**config.mk**
```make
export PLATFORM = sky130hd
export DESIGN_NAME = car_top
export DESIGN_NICKNAME = d
export VERILOG_FILES = /design/src/hw/car_pkg.sv /design/src/hw/uart_rx.sv /design/src/hw/uart_tx.sv /design/src/hw/cmd_decoder.sv /design/src/hw/drive_fsm.sv /design/src/hw/report_ctrl.sv /design/src/hw/cmd_display.sv /design/src/hw/car_top.sv
export SDC_FILE = /design/constraint.sdc
export NUM_CORES = 1
export LEC_CHECK = 0
export BUFFER_PORTS_ARGS = -buffer_cell sky130_fd_sc_hd__buf_2
export CORE_MARGIN = 2
export CORE_UTILIZATION = 40
export CTS_CLUSTER_SIZE = 14
export DETAILED_ROUTE_END_ITERATION = 10
export SETUP_SLACK_MARGIN = 0.3
export SYNTH_ARGS = -nofsm -noshare
export SYNTH_HDL_FRONTEND = slang
export SYNTH_SLANG_ARGS = --single-unit
```
**constraint.sdc**
```tcl
create_clock -name clk -period 3.6 [get_ports clk]
set_input_delay 0.18 -clock clk [delete_from_list [all_inputs] [get_ports clk]]
set_output_delay 0.18 -clock clk [all_outputs]
set_load 0.01 [all_outputs]
```
**src/hw/car_pkg.sv**
```systemverilog
`default_nettype none

package car_pkg;

    ////////////////////
    // car modes

    typedef enum logic [4:0] {
        NONE    = 5'b00000,
        START   = 5'b00001,
        INTER   = 5'b00010,
        RUN     = 5'b00100,
        WARNING = 5'b01000,
        SEARCH  = 5'b10000
    } mode_t;

    ////////////////////
    // held command, one-hot

    typedef logic [7:0] cmd_t;

    localparam cmd_t CMD_NONE   = 8'b0000_0000;
    localparam cmd_t CMD_DANGER = 8'b1000_0000; // D
    localparam cmd_t CMD_INIT   = 8'b0100_0000; // i
    localparam cmd_t CMD_END    = 8'b0010_0000; // e
    localparam cmd_t CMD_STOP   = 8'b0001_0000; // s
    localparam cmd_t CMD_FWD    = 8'b0000_1000; // f
    localparam cmd_t CMD_LEFT   = 8'b0000_0100; // l
    localparam cmd_t CMD_RIGHT  = 8'b0000_0010; // r
    localparam cmd_t CMD_BACK   = 8'b0000_0001; // b

    // motion direction from the sensor
    typedef logic [4:0] dir_t;

    localparam dir_t DIR_FWD   = 5'b10000;
    localparam dir_t DIR_LEFT  = 5'b01000;
    localparam dir_t DIR_STOP  = 5'b00100;
    localparam dir_t DIR_RIGHT = 5'b00010;
    localparam dir_t DIR_BACK  = 5'b00001;

    ////////////////////
    // serial link

    localparam int BYTE_W       = 8;
    localparam int FRAME_BITS   = BYTE_W + 2;           // start + data + stop
    localparam int CLKS_PER_BIT = 16;
    localparam int HALF_BIT     = CLKS_PER_BIT / 2;
    localparam int BIT_CNT_W    = $clog2(CLKS_PER_BIT);

    // letters from the host
    localparam logic [BYTE_W-1:0] LTR_D = 8'h44;
    localparam logic [BYTE_W-1:0] LTR_I = 8'h69;
    localparam logic [BYTE_W-1:0] LTR_E = 8'h65;
    localparam logic [BYTE_W-1:0] LTR_S = 8'h73;
    localparam logic [BYTE_W-1:0] LTR_F = 8'h66;
    localparam logic [BYTE_W-1:0] LTR_L = 8'h6C;
    localparam logic [BYTE_W-1:0] LTR_R = 8'h72;
    localparam logic [BYTE_W-1:0] LTR_B = 8'h62;

    // letters back to the host
    localparam logic [BYTE_W-1:0] RPT_F = 8'h46;
    localparam logic [BYTE_W-1:0] RPT_L = 8'h4C;
    localparam logic [BYTE_W-1:0] RPT_R = 8'h52;
    localparam logic [BYTE_W-1:0] RPT_S = 8'h53;
    localparam logic [BYTE_W-1:0] RPT_B = 8'h42;
    localparam logic [BYTE_W-1:0] RPT_W = 8'h57;

    // seven segment, bit 6 = g .. bit 0 = a, active high
    localparam logic [6:0] SEG_PATTERNS [0:8] = '{
        7'h3F, 7'h06, 7'h5B, 7'h4F, 7'h66,
        7'h6D, 7'h7D, 7'h07, 7'h7F
    };

endpackage

`default_nettype wire

```
**src/hw/uart_rx.sv**
```systemverilog
`timescale 1ns/1ps
`default_nettype none

module uart_rx (
    input  wire logic                      clk,
    input  wire logic                      I_rst_n,
    input  wire logic                      rxd,
    output logic [car_pkg::BYTE_W-1:0]     rx_data,
    output logic                           rx_valid
);
    import car_pkg::*;

    logic                 rxd_meta;
    logic                 rxd_sync;
    logic                 busy;
    logic [BIT_CNT_W-1:0] clk_cnt;
    logic [3:0]           bit_idx;     // 0 start, 1..8 data, 9 stop
    logic [BYTE_W-1:0]    shift_reg;
    logic                 sample_now;

    // two flop synchronizer, idles high
    always_ff @(posedge clk) begin
        if (!I_rst_n) begin
            rxd_meta <= 1'b1;
            rxd_sync <= 1'b1;
        end else begin
            rxd_meta <= rxd;
            rxd_sync <= rxd_meta;
        end
    end

    // half a bit to reach the middle of start, then full bits
    assign sample_now = (bit_idx == 4'd0) ? (clk_cnt == BIT_CNT_W'(HALF_BIT - 1))
                                          : (clk_cnt == BIT_CNT_W'(CLKS_PER_BIT - 1));

    always_ff @(posedge clk) begin
        if (!I_rst_n) begin
            busy     <= 1'b0;
            clk_cnt  <= '0;
            bit_idx  <= '0;
            rx_valid <= 1'b0;
        end else begin
            rx_valid <= 1'b0;
            if (!busy) begin
                if (!rxd_sync) begin        // start edge
                    busy    <= 1'b1;
                    clk_cnt <= '0;
                    bit_idx <= '0;
                end
            end else if (sample_now) begin
                clk_cnt <= '0;
                if (bit_idx == 4'd0) begin
                    if (rxd_sync)
                        busy <= 1'b0;       // glitch, not a start bit
                    else
                        bit_idx <= 4'd1;
                end else if (bit_idx == 4'(FRAME_BITS - 1)) begin
                    busy     <= 1'b0;
                    rx_valid <= rxd_sync;   // bad stop bit drops the byte
                end else begin
                    bit_idx <= bit_idx + 4'd1;
                end
            end else begin
                clk_cnt <= clk_cnt + 1'b1;
            end
        end
    end

    // lsb first
    always_ff @(posedge clk) begin
        if (busy && sample_now && bit_idx != 4'd0 && bit_idx != 4'(FRAME_BITS - 1))
            shift_reg <= {rxd_sync, shift_reg[BYTE_W-1:1]};
    end

    assign rx_data = shift_reg;

endmodule

`default_nettype wire

```
**src/hw/uart_tx.sv**
```systemverilog
`timescale 1ns/1ps
`default_nettype none

module uart_tx (
    input  wire logic                        clk,
    input  wire logic                        I_rst_n,
    input  wire logic                        tx_send,
    input  wire logic [car_pkg::BYTE_W-1:0]  tx_data,
    output logic                             txd,
    output logic                             tx_idle
);
    import car_pkg::*;

    logic [FRAME_BITS-1:0] frame;      // bit 0 is on the line
    logic                  busy;
    logic [BIT_CNT_W-1:0]  clk_cnt;
    logic [3:0]            bit_cnt;

    always_ff @(posedge clk) begin
        if (!I_rst_n) begin
            frame   <= '1;              // line rests high
            busy    <= 1'b0;
            clk_cnt <= '0;
            bit_cnt <= '0;
        end else if (!busy) begin
            if (tx_send) begin
                frame   <= {1'b1, tx_data, 1'b0};
                busy    <= 1'b1;
                clk_cnt <= '0;
                bit_cnt <= '0;
            end
        end else if (clk_cnt == BIT_CNT_W'(CLKS_PER_BIT - 1)) begin
            clk_cnt <= '0;
            frame   <= {1'b1, frame[FRAME_BITS-1:1]};
            if (bit_cnt == 4'(FRAME_BITS - 1))
                busy <= 1'b0;           // stop bit done
            else
                bit_cnt <= bit_cnt + 4'd1;
        end else begin
            clk_cnt <= clk_cnt + 1'b1;
        end
    end

    assign txd     = frame[0];
    assign tx_idle = !busy;

endmodule

`default_nettype wire

```
**src/hw/cmd_decoder.sv**
```systemverilog
`timescale 1ns/1ps
`default_nettype none

module cmd_decoder (
    input  wire logic                        clk,
    input  wire logic                        I_rst_n,
    input  wire logic                        rx_valid,
    input  wire logic [car_pkg::BYTE_W-1:0]  rx_data,
    output car_pkg::cmd_t                    cmd
);
    import car_pkg::*;

    // last recognized letter stays in force
    always_ff @(posedge clk) begin
        if (!I_rst_n) begin
            cmd <= CMD_NONE;
        end else if (rx_valid) begin
            case (rx_data)
                LTR_D:   cmd <= CMD_DANGER;
                LTR_I:   cmd <= CMD_INIT;
                LTR_E:   cmd <= CMD_END;
                LTR_S:   cmd <= CMD_STOP;
                LTR_F:   cmd <= CMD_FWD;
                LTR_L:   cmd <= CMD_LEFT;
                LTR_R:   cmd <= CMD_RIGHT;
                LTR_B:   cmd <= CMD_BACK;
                default: cmd <= cmd;    // unknown byte
            endcase
        end
    end

endmodule

`default_nettype wire

```
**src/hw/drive_fsm.sv**
```systemverilog
`timescale 1ns/1ps
`default_nettype none

module drive_fsm (
    input  wire logic            clk,
    input  wire logic            I_rst_n,
    input  wire car_pkg::cmd_t   cmd,
    input  wire logic            go,
    input  wire logic            execute,
    output car_pkg::mode_t       mode,
    output logic                 running
);
    import car_pkg::*;

    logic barrier;
    logic goback;
    logic direction;
    logic stop;
    logic done;

    ////////////////////
    // condition flags, one edge behind cmd

    always_ff @(posedge clk) begin
        if (!I_rst_n) begin
            barrier   <= 1'b0;
            goback    <= 1'b0;
            direction <= 1'b0;
            stop      <= 1'b0;
            done      <= 1'b0;
        end else begin
            barrier   <= (cmd == CMD_DANGER);
            goback    <= (cmd == CMD_BACK);
            direction <= (cmd == CMD_FWD) || (cmd == CMD_LEFT) ||
                         (cmd == CMD_RIGHT) || (cmd == CMD_BACK);   // b steers too
            stop      <= (cmd == CMD_STOP);
            done      <= (cmd == CMD_END);
        end
    end

    ////////////////////
    // mode register

    always_ff @(posedge clk) begin
        if (!I_rst_n) begin
            mode <= NONE;
        end else begin
            case (mode)
                NONE:    mode <= START;
                START:   if (go) mode <= INTER;
                INTER: begin
                    if (barrier)
                        mode <= WARNING;
                    else if (direction)
                        mode <= RUN;
                end
                RUN: begin
                    if (barrier)
                        mode <= WARNING;
                    else if (stop && execute)
                        mode <= SEARCH;
                end
                WARNING: if (goback) mode <= INTER;
                SEARCH:  if (done) mode <= INTER;
                default: mode <= START;     // illegal code
            endcase
        end
    end

    // sensor runs while the car is active
    always_ff @(posedge clk) begin
        if (!I_rst_n)
            running <= 1'b0;
        else
            running <= (mode == RUN) || (mode == WARNING) || (mode == INTER);
    end

endmodule

`default_nettype wire

```
**src/hw/report_ctrl.sv**
```systemverilog
`timescale 1ns/1ps
`default_nettype none

module report_ctrl (
    input  wire logic              clk,
    input  wire logic              I_rst_n,
    input  wire car_pkg::mode_t    mode,
    input  wire car_pkg::dir_t     run_dir,
    input  wire car_pkg::cmd_t     cmd,
    input  wire logic              tx_idle,
    output logic                   tx_send,
    output logic [car_pkg::BYTE_W-1:0] tx_data
);
    import car_pkg::*;

    // sent-records, 1 = armed
    // order: search, forward, back, stop, left, right
    logic [5:0]        armed;
    logic [5:0]        hit;            // one-hot report due this cycle
    logic [BYTE_W-1:0] letter;

    ////////////////////
    // pick the report that is due

    always_comb begin
        hit    = 6'b000000;
        letter = RPT_W;
        if (tx_idle && !tx_send) begin  // one byte in flight at a time
            case (mode)
                SEARCH: begin
                    if (cmd != CMD_INIT && armed[5]) begin
                        hit    = 6'b100000;
                        letter = RPT_W;
                    end
                end
                RUN, INTER: begin
                    case (run_dir)
                        DIR_FWD: if (cmd != CMD_FWD && armed[4]) begin
                            hit    = 6'b010000;
                            letter = RPT_F;
                        end
                        DIR_BACK: if (cmd != CMD_BACK && armed[3]) begin
                            hit    = 6'b001000;
                            letter = RPT_B;
                        end
                        DIR_STOP: if (cmd != CMD_STOP && armed[2]) begin
                            hit    = 6'b000100;
                            letter = RPT_S;
                        end
                        DIR_LEFT: if (cmd != CMD_LEFT && armed[1]) begin
                            hit    = 6'b000010;
                            letter = RPT_L;
                        end
                        DIR_RIGHT: if (cmd != CMD_RIGHT && armed[0]) begin
                            hit    = 6'b000001;
                            letter = RPT_R;
                        end
                        default: ;
                    endcase
                end
                WARNING: begin
                    // only backing off is reported here
                    if (run_dir == DIR_BACK && cmd != CMD_BACK && armed[3]) begin
                        hit    = 6'b001000;
                        letter = RPT_B;
                    end
                end
                default: ;
            endcase
        end
    end

    always_ff @(posedge clk) begin
        if (!I_rst_n) begin
            armed   <= 6'b111111;
            tx_send <= 1'b0;
        end else begin
            tx_send <= |hit;
            if (|hit)
                armed <= ~hit;          // own record off, the rest back on
        end
    end

    always_ff @(posedge clk) begin
        if (|hit)
            tx_data <= letter;
    end

endmodule

`default_nettype wire

```
**src/hw/cmd_display.sv**
```systemverilog
`timescale 1ns/1ps
`default_nettype none

module cmd_display (
    input  wire logic            clk,
    input  wire logic            I_rst_n,
    input  wire car_pkg::cmd_t   cmd,
    output logic [6:0]           seg
);
    import car_pkg::*;

    logic [3:0] digit;

    always_ff @(posedge clk) begin
        if (!I_rst_n) begin
            digit <= 4'd0;
        end else begin
            case (cmd)
                CMD_DANGER: digit <= 4'd1;
                CMD_INIT:   digit <= 4'd2;
                CMD_END:    digit <= 4'd3;
                CMD_STOP:   digit <= 4'd4;
                CMD_FWD:    digit <= 4'd5;
                CMD_LEFT:   digit <= 4'd6;
                CMD_RIGHT:  digit <= 4'd7;
                CMD_BACK:   digit <= 4'd8;
                default:    digit <= 4'd0;  // no command yet
            endcase
        end
    end

    assign seg = SEG_PATTERNS[digit];

endmodule

`default_nettype wire

```
**src/hw/car_top.sv**
```systemverilog
`timescale 1ns/1ps
`default_nettype none

module car_top (
    input  wire logic            clk,
    input  wire logic            I_rst_n,
    input  wire logic            rxd,
    input  wire logic            go,
    input  wire logic            execute,
    input  wire car_pkg::dir_t   run_dir,       // from the three-axis sensor
    output logic                 txd,
    output logic                 running,
    output car_pkg::mode_t       showstate,
    output logic [6:0]           seg
);
    import car_pkg::*;

    logic [BYTE_W-1:0] rx_data;
    logic              rx_valid;
    cmd_t              cmd;
    mode_t             mode;
    logic [BYTE_W-1:0] tx_data;
    logic              tx_send;
    logic              tx_idle;

    ////////////////////
    // command path

    uart_rx i_uart_rx (
        .clk      (clk),
        .I_rst_n  (I_rst_n),
        .rxd      (rxd),
        .rx_data  (rx_data),
        .rx_valid (rx_valid)
    );

    cmd_decoder i_cmd_decoder (
        .clk      (clk),
        .I_rst_n  (I_rst_n),
        .rx_valid (rx_valid),
        .rx_data  (rx_data),
        .cmd      (cmd)
    );

    drive_fsm i_drive_fsm (
        .clk      (clk),
        .I_rst_n  (I_rst_n),
        .cmd      (cmd),
        .go       (go),
        .execute  (execute),
        .mode     (mode),
        .running  (running)
    );

    ////////////////////
    // report path

    report_ctrl i_report_ctrl (
        .clk      (clk),
        .I_rst_n  (I_rst_n),
        .mode     (mode),
        .run_dir  (run_dir),
        .cmd      (cmd),
        .tx_idle  (tx_idle),
        .tx_send  (tx_send),
        .tx_data  (tx_data)
    );

    uart_tx i_uart_tx (
        .clk      (clk),
        .I_rst_n  (I_rst_n),
        .tx_send  (tx_send),
        .tx_data  (tx_data),
        .txd      (txd),
        .tx_idle  (tx_idle)
    );

    cmd_display i_cmd_display (
        .clk      (clk),
        .I_rst_n  (I_rst_n),
        .cmd      (cmd),
        .seg      (seg)
    );

    assign showstate = mode;    // mode straight out for debug

endmodule

`default_nettype wire

```
==> summary.md, run 1 <==
| Metric | Value |
|---|---|
| Status | `complete, no violations` |
| Number of global-route vias before repair | `2855` |
| Setup CP Type | `reg -> reg` |
| Async SR Flop Fraction | `0` |
| Total CTS buffers | `9` |
| Total core area | `0.00911 mm2` |
| Cells after Synth | `419` |
| DR DRC count | `0` |
| Overall via count from detail_route | `3033` |
| Final worst slack | `1.22 ns` |
| Synth cell count leaders | `60 x dfxtp_1, 38 x nand2_1, 34 x nor2_1` |
| I/O Buffers | `23` |
| Critical Path RT | `3.67 ns` |
| Gr ovfl total | `0` |
| Clock Tree Root | `clkbuf_8` |
| RSZ-0062 raised after global routing | `no` |
| Fin. Hold Viols | `0` |
| Global Route Usage Sum | `0.165` |
| Worst Skew | `0.00480 ns` |
| Crit path time final | `2.38 ns` |
| Wire length per cell | `14.4 um` |
| Seq/Total Area, Yosys | `0.428` |
| Antenna diodes | `0` |
| Leak Pwr | `0.00153 uW` |
| Die height | `100 um` |
| Most used DFF post-synth | `dfxtp_1` |
| Crit path capture type | `flop` |
| Startpoint Class | `flop` |
| I/O Pins | `24` |
| Drt total wl | `7880 um` |
| Number of DRC markers in iteration 0 | `90` |
| Clock sinks | `73` |
| H-tree depth | `3` |
| First-pass GRT wire length | `13300 um` |
| Critical path peak fanout | `12` |
| HPWL Detailed | `5570 um` |
| CTS tree | `yes` |
| Synth top area share | `0.323` |
| Peak VDD IR | `206 uV` |
| Top cells by area, synth | `dfxtp_1 32%, edfxtp_1 11%, ha_1 4.4%` |
| Final GP Congestion | `0.821` |
| EDFF count, synth | `13` |
| Distinct cell type count after synthesis | `59` |
| Worst endpoint data arrival time | `2.45 ns` |
| Final period util | `0.661` |
| Share of layout cells above drive strength 1 | `0.123` |
| Die area | `0.0101 mm2` |
| Initial antenna violation count | `0` |
| Hold path depth | `3` |
| CTS Buffer Depth | `2` |
| Worst R2R End | `i_report_ctrl.tx_data[1]` |
| Largest net degree at the start of global routing | `39` |
| Max incr delay on CP | `0.57 ns` |
| Ys Warns | `0` |
| Crit-path cells | `or4_4, o2111a_1, a31o_1, a211oi_4, nand2_1` |
| Leading area contributor after synthesis | `dfxtp_1` |
| Fmax | `0.420 GHz` |
| R2R depth | `5` |
| Setup WS pre-CTS | `1.27 ns` |
| DR pass1 iterations | `4` |
| # rows | `35` |
| Most frequent cell after synthesis | `dfxtp_1` |
| Worst Hold End | `i_uart_rx.bit_idx[0]` |
| # setup viols final | `0` |
| Fin nets | `456` |
| Slew Limit Fails | `0` |
| Min-delay src | `I_rst_n` |
| Clock Latency Late Sink | `0.35 ns` |
| FF-to-FF setup slack | `1.22 ns` |
| Slew margin rel. | `0.503` |
| Mapped Nets | `442` |
| Die X | `100 um` |
| Post-Route Setup TNS | `0 ns` |
| Worst r2r src | `i_cmd_decoder.cmd[3]` |
| DRT antenna net count | `0` |
| Starting Density | `0.408` |
| Reg clk slew, reported paths | `0.08 ns` |
| Vias/cell | `5.52` |
| Synthesized flop and latch total | `73` |
| Crit-path slowest cell | `or4_4` |
| Fill cells | `913` |
| Placed cell count | `532` |
| Synth-to-Final Area Change | `10.4%` |
| Power Density | `401 mW/mm2` |
| Final Instance Count excl. Fillers | `549` |
| Cell Area, Synth | `0.00371 mm2` |
| Number of max-cap violations | `0` |
| Syn Area/Cell | `8.87 um2` |
| Worst-Margin Slew | `0.741 ns` |
| Worst Hold Class | `in -> reg` |
[worst max-delay path, delay by kind of cell (launching register included)]
kind | cells | cell delay (ns)
compound gates | 3 | 0.89
flops | 1 | 0.42
simple gates | 2 | 0.78
[state kept, by name, indices dropped and copies added, names as in the netlist, 4 cells and up]
name                   count
i_cmd_decoder.cmd          8
i_uart_tx.clk_cnt          4
i_uart_tx.bit_cnt          4
i_report_ctrl.tx_data      5
i_uart_rx.bit_idx          4
i_cmd_display.digit        4
i_report_ctrl.armed        6
i_uart_tx.frame            9
i_drive_fsm.mode           5
i_uart_rx.clk_cnt          4
i_uart_rx.rx_data          8
[how the worst max path moves through the flow]
stage	from	to	slack [ns]	cells past startpoint
floorplan	i_cmd_decoder.cmd[2]	i_report_ctrl.tx_data[0]	1.39	6
global placement	i_cmd_decoder.cmd[3]	i_report_ctrl.tx_data[4]	1.30	5
detailed placement	i_cmd_decoder.cmd[3]	i_report_ctrl.tx_data[0]	1.27	5
CTS	i_cmd_decoder.cmd[3]	i_report_ctrl.tx_data[1]	1.25	5
global route	i_cmd_decoder.cmd[3]	i_report_ctrl.tx_data[1]	1.14	5
finish	i_cmd_decoder.cmd[3]	i_report_ctrl.tx_data[1]	1.22	5
[area by class of cell]
class | count | area [um2] | area share
inverter | 13 | 48.8 | 0.0119
tap | 111 | 139 | 0.0339
multi-input combinational | 310 | 1990 | 0.484
clock buffer | 10 | 128 | 0.0311
timing repair buffer | 26 | 140 | 0.0342
clock inverter | 6 | 67.6 | 0.0165
sequential | 73 | 1590 | 0.388
[kinds of logic (layout without fill, tap and decap cells)]
family,Yosys count,count (layout),synth area share
simple gates,180,180,0.264
buf+inv,36,55,0.0367
xor+xnor,11,11,0.0259
fa+ha+maj,13,13,0.0438
compound gates,93,93,0.166
flops,73,73,0.428
mux,13,13,0.0357
[per-stage QoR]
step | hold slack (ns) | utilization | total power [uW] | instance area [um2]
6_report | 0.134 | 0.450 | 1640 | 4100
5_1_grt | 0.139 | 0.450 | 1720 | 4100
4_1_cts | 0.127 | 0.450 | 1670 | 4100
3_5_place_dp | 0.370 | 0.428 | 1020 | 3900
3_3_place_gp | 0.363 | 0.428 | 1020 | 3900
2_1_floorplan | 0.281 | - | 978 | 3710
[placed cells by master, fill, tap and decap left out, types with 6 or more instances in the layout]
master	instances
a21oi_1	24
buf_2	23
clkbuf_8	9
dfxtp_1	60
edfxtp_1	13
ha_1	13
inv_1	13
mux2i_1	11
nand2_1	38
nand2b_1	7
nand3_1	13
nand3b_1	6
nand4_1	11
nor2_1	34
nor2b_1	11
nor3_1	20
nor4_1	6
o211ai_1	6
o21ai_0	25
xor2_1	9
[power by group]
group	switching [uW]	leakage, uW	internal, uW
sequential	22.8	0.000602	843
clock	321	0.0000929	323
combinational	80.1	0.000830	54.1
total	424	0.00153	1220
[per-layer routing]
layer / wire (um) / vias to the layer above / GRT usage / part of all wire
li1: - / 1564 / - / -
met5: 0 / - / 0 / 0
met4: 59 / 0 / 0.0590 / 0.0075
met1: 3540 / 1416 / 0.197 / 0.45
met2: 3990 / 46 / 0.290 / 0.51
met3: 285 / 7 / 0.0369 / 0.036
[timing repair]
item,CTS,global route
hold buffers,1,0
endpoints found under the setup margin,0,0
gates resized for setup,0,0
hold endpoints to repair,1,0
setup buffers,0,0
Power figures use the tool's default switching activity.
==> run 2: changes to the inputs <==
==> constraint.sdc (replaced) <==
create_clock -name clk -period 2.25 [get_ports clk]
set_input_delay 0.1125 -clock clk [delete_from_list [all_inputs] [get_ports clk]]
set_output_delay 0.1125 -clock clk [all_outputs]
set_load 0.01 [all_outputs]
==> run 2 against run 1 <==
  * Via count is 4.3% higher
  * Wire length is 5.8% higher
  * Highest routed layer unchanged
  * Worst setup slack worse by 1.0 ns
  * Utilization is 3.9 points higher
  * Hold slack worse by 0.046 ns
  * Clock-buffer cell count stayed put
  * Final cell count is 4.7% higher
  * Clock power is 59% higher
  * Combinational power is 90% higher
  * First-iteration DRC count is 27% higher
  * Sequential share of layout area is 2.6 points lower
==> summary.md, run 2 (same netlist as run 1, synthesis figures left out) <==
| Metric | Value |
|---|---|
| Total CTS buffers | `9` |
| Setup CP Type | `reg -> reg` |
| CTS Buffer Depth | `2` |
| Final period util | `0.906` |
| Leak Pwr | `0.00170 uW` |
| Commonest non-fill, non-tap cell in the layout | `dfxtp_1` |
| Number of global-route vias before repair | `2997` |
| Slew margin rel. | `0.596` |
| Crit path capture type | `flop` |
| DRT antenna net count | `0` |
| I/O Buffers | `23` |
| Post-Route Setup TNS | `0 ns` |
| HPWL Detailed | `5730 um` |
| Global Route Usage Sum | `0.170` |
| Antenna diodes | `0` |
| Wire length per cell | `14.5 um` |
| Fill cells | `874` |
| Fin. Hold Viols | `0` |
| Worst endpoint data arrival time | `2.12 ns` |
| Placed cell area | `0.00404 mm2` |
| DR DRC count | `0` |
| Worst Hold Class | `in -> reg` |
| Overall via count from detail_route | `3162` |
| Peak VDD IR | `451 uV` |
| Largest net degree at the start of global routing | `32` |
| Design area | `0.00445 mm2` |
| # rows | `35` |
| I/O Pins | `24` |
| Drt total wl | `8340 um` |
| Setup WS pre-CTS | `0.196 ns` |
| Crit path time final | `2.04 ns` |
| RSZ-0062 raised after global routing | `yes` |
| First-pass GRT wire length | `14000 um` |
| Fmax | `0.490 GHz` |
| Vias/cell | `5.50` |
| # setup viols final | `0` |
| Power Density | `596 mW/mm2` |
| DR pass1 iterations | `4` |
| Reg area | `0.00161 mm2` |
| Fin nets | `482` |
| Worst Skew | `0.00781 ns` |
| Reg clk slew, reported paths | `0.08 ns` |
| Crit-path slowest cell | `or4b_1` |
| Status | `complete, no violations` |
| Die area | `0.0101 mm2` |
| Critical Path RT | `2.33 ns` |
| Clock sinks | `73` |
| Gr ovfl total | `0` |
| Clock Tree Root | `clkbuf_8` |
| Number of max-cap violations | `0` |
| Max reg flops | `9` |
| Area of the multi-input gates | `0.00212 mm2` |
| Final worst slack | `0.211 ns` |
| Tot Pwr | `2660 uW` |
| Crit-path cells | `or4b_1, o2111a_1, a31o_1, a211oi_4, nand2_2` |
| Max incr delay on CP | `0.53 ns` |
| Number of DRC markers in iteration 0 | `114` |
| Die X | `100 um` |
| Die height | `100 um` |
| Startpoint Class | `flop` |
| Starting Density | `0.408` |
| Most frequent cells in the layout | `50 x dfxtp_1, 36 x nand2_1, 34 x nor2_1` |
| Worst-Margin Slew | `0.601 ns` |
| Final GP Congestion | `0.841` |
| Synth-to-Final Area Change | `19.9%` |
| Clock Latency Late Sink | `0.34 ns` |
| Biggest register | `i_uart_tx.frame` |
| CTS tree | `yes` |
| Total core area | `0.00911 mm2` |
| H-tree depth | `3` |
| Share of layout cells above drive strength 1 | `0.235` |
| Critical path peak fanout | `6` |
| Initial antenna violation count | `0` |
| Util after Layout | `0.489` |
| Slew Limit Fails | `0` |
==> run 2: area by class of cell <==
class                      count  share of cell area
sequential                    73               0.362
timing repair buffer          52              0.0753
multi-input combinational    310               0.477
clock inverter                 6              0.0129
inverter                      13              0.0110
tap                          111              0.0312
clock buffer                  10              0.0309
==> run 2: worst paths after layout <==
kind | start | end | slack [ns] | depth (start not counted)
worst min register to register | i_uart_rx.rxd_meta | i_uart_rx.rxd_sync | 0.42 | 1
worst min-delay path | I_rst_n | i_report_ctrl.armed[1] | 0.09 | 2
worst max-delay path | i_cmd_decoder.cmd[5] | i_report_ctrl.tx_data[0] | 0.21 | 5
worst max register to register | i_cmd_decoder.cmd[5] | i_report_ctrl.tx_data[0] | 0.21 | 5
==> run 2: layer usage <==
layer	GRT usage	routed length, um
met5	0	0
met4	0.0558	63
met3	0.0446	240
met2	0.296	4270
met1	0.205	3770
==> run 2: where the power goes <==
part	internal [uW]	switching, uW
logic	106	147
clock network	535	485
registers	1350	35.8
==> run 2: worst max-delay path: cells and delay by family, from the launching register on <==
kind	cells	cell delay (ns)
AO/OA/AOI/OAI	3	0.75
flip-flops	1	0.37
AND/OR/NAND/NOR	2	0.67
==> run 2: timing repair <==
action,in CTS,in global routing
cloned,0,0
setup buffers,5,4
setup endpoints to repair,25,30
hold buffers,1,0
hold endpoints to repair,1,0
gates resized for setup,18,17
pin swaps,3,5
==> run 2: metrics by stage <==
stage	hold slack [ns]	cells
floorplan	0.214	419
global placement	0.295	549
detailed placement	0.296	549
CTS	0.0669	571
global route	0.0780	575
finish	0.0883	575
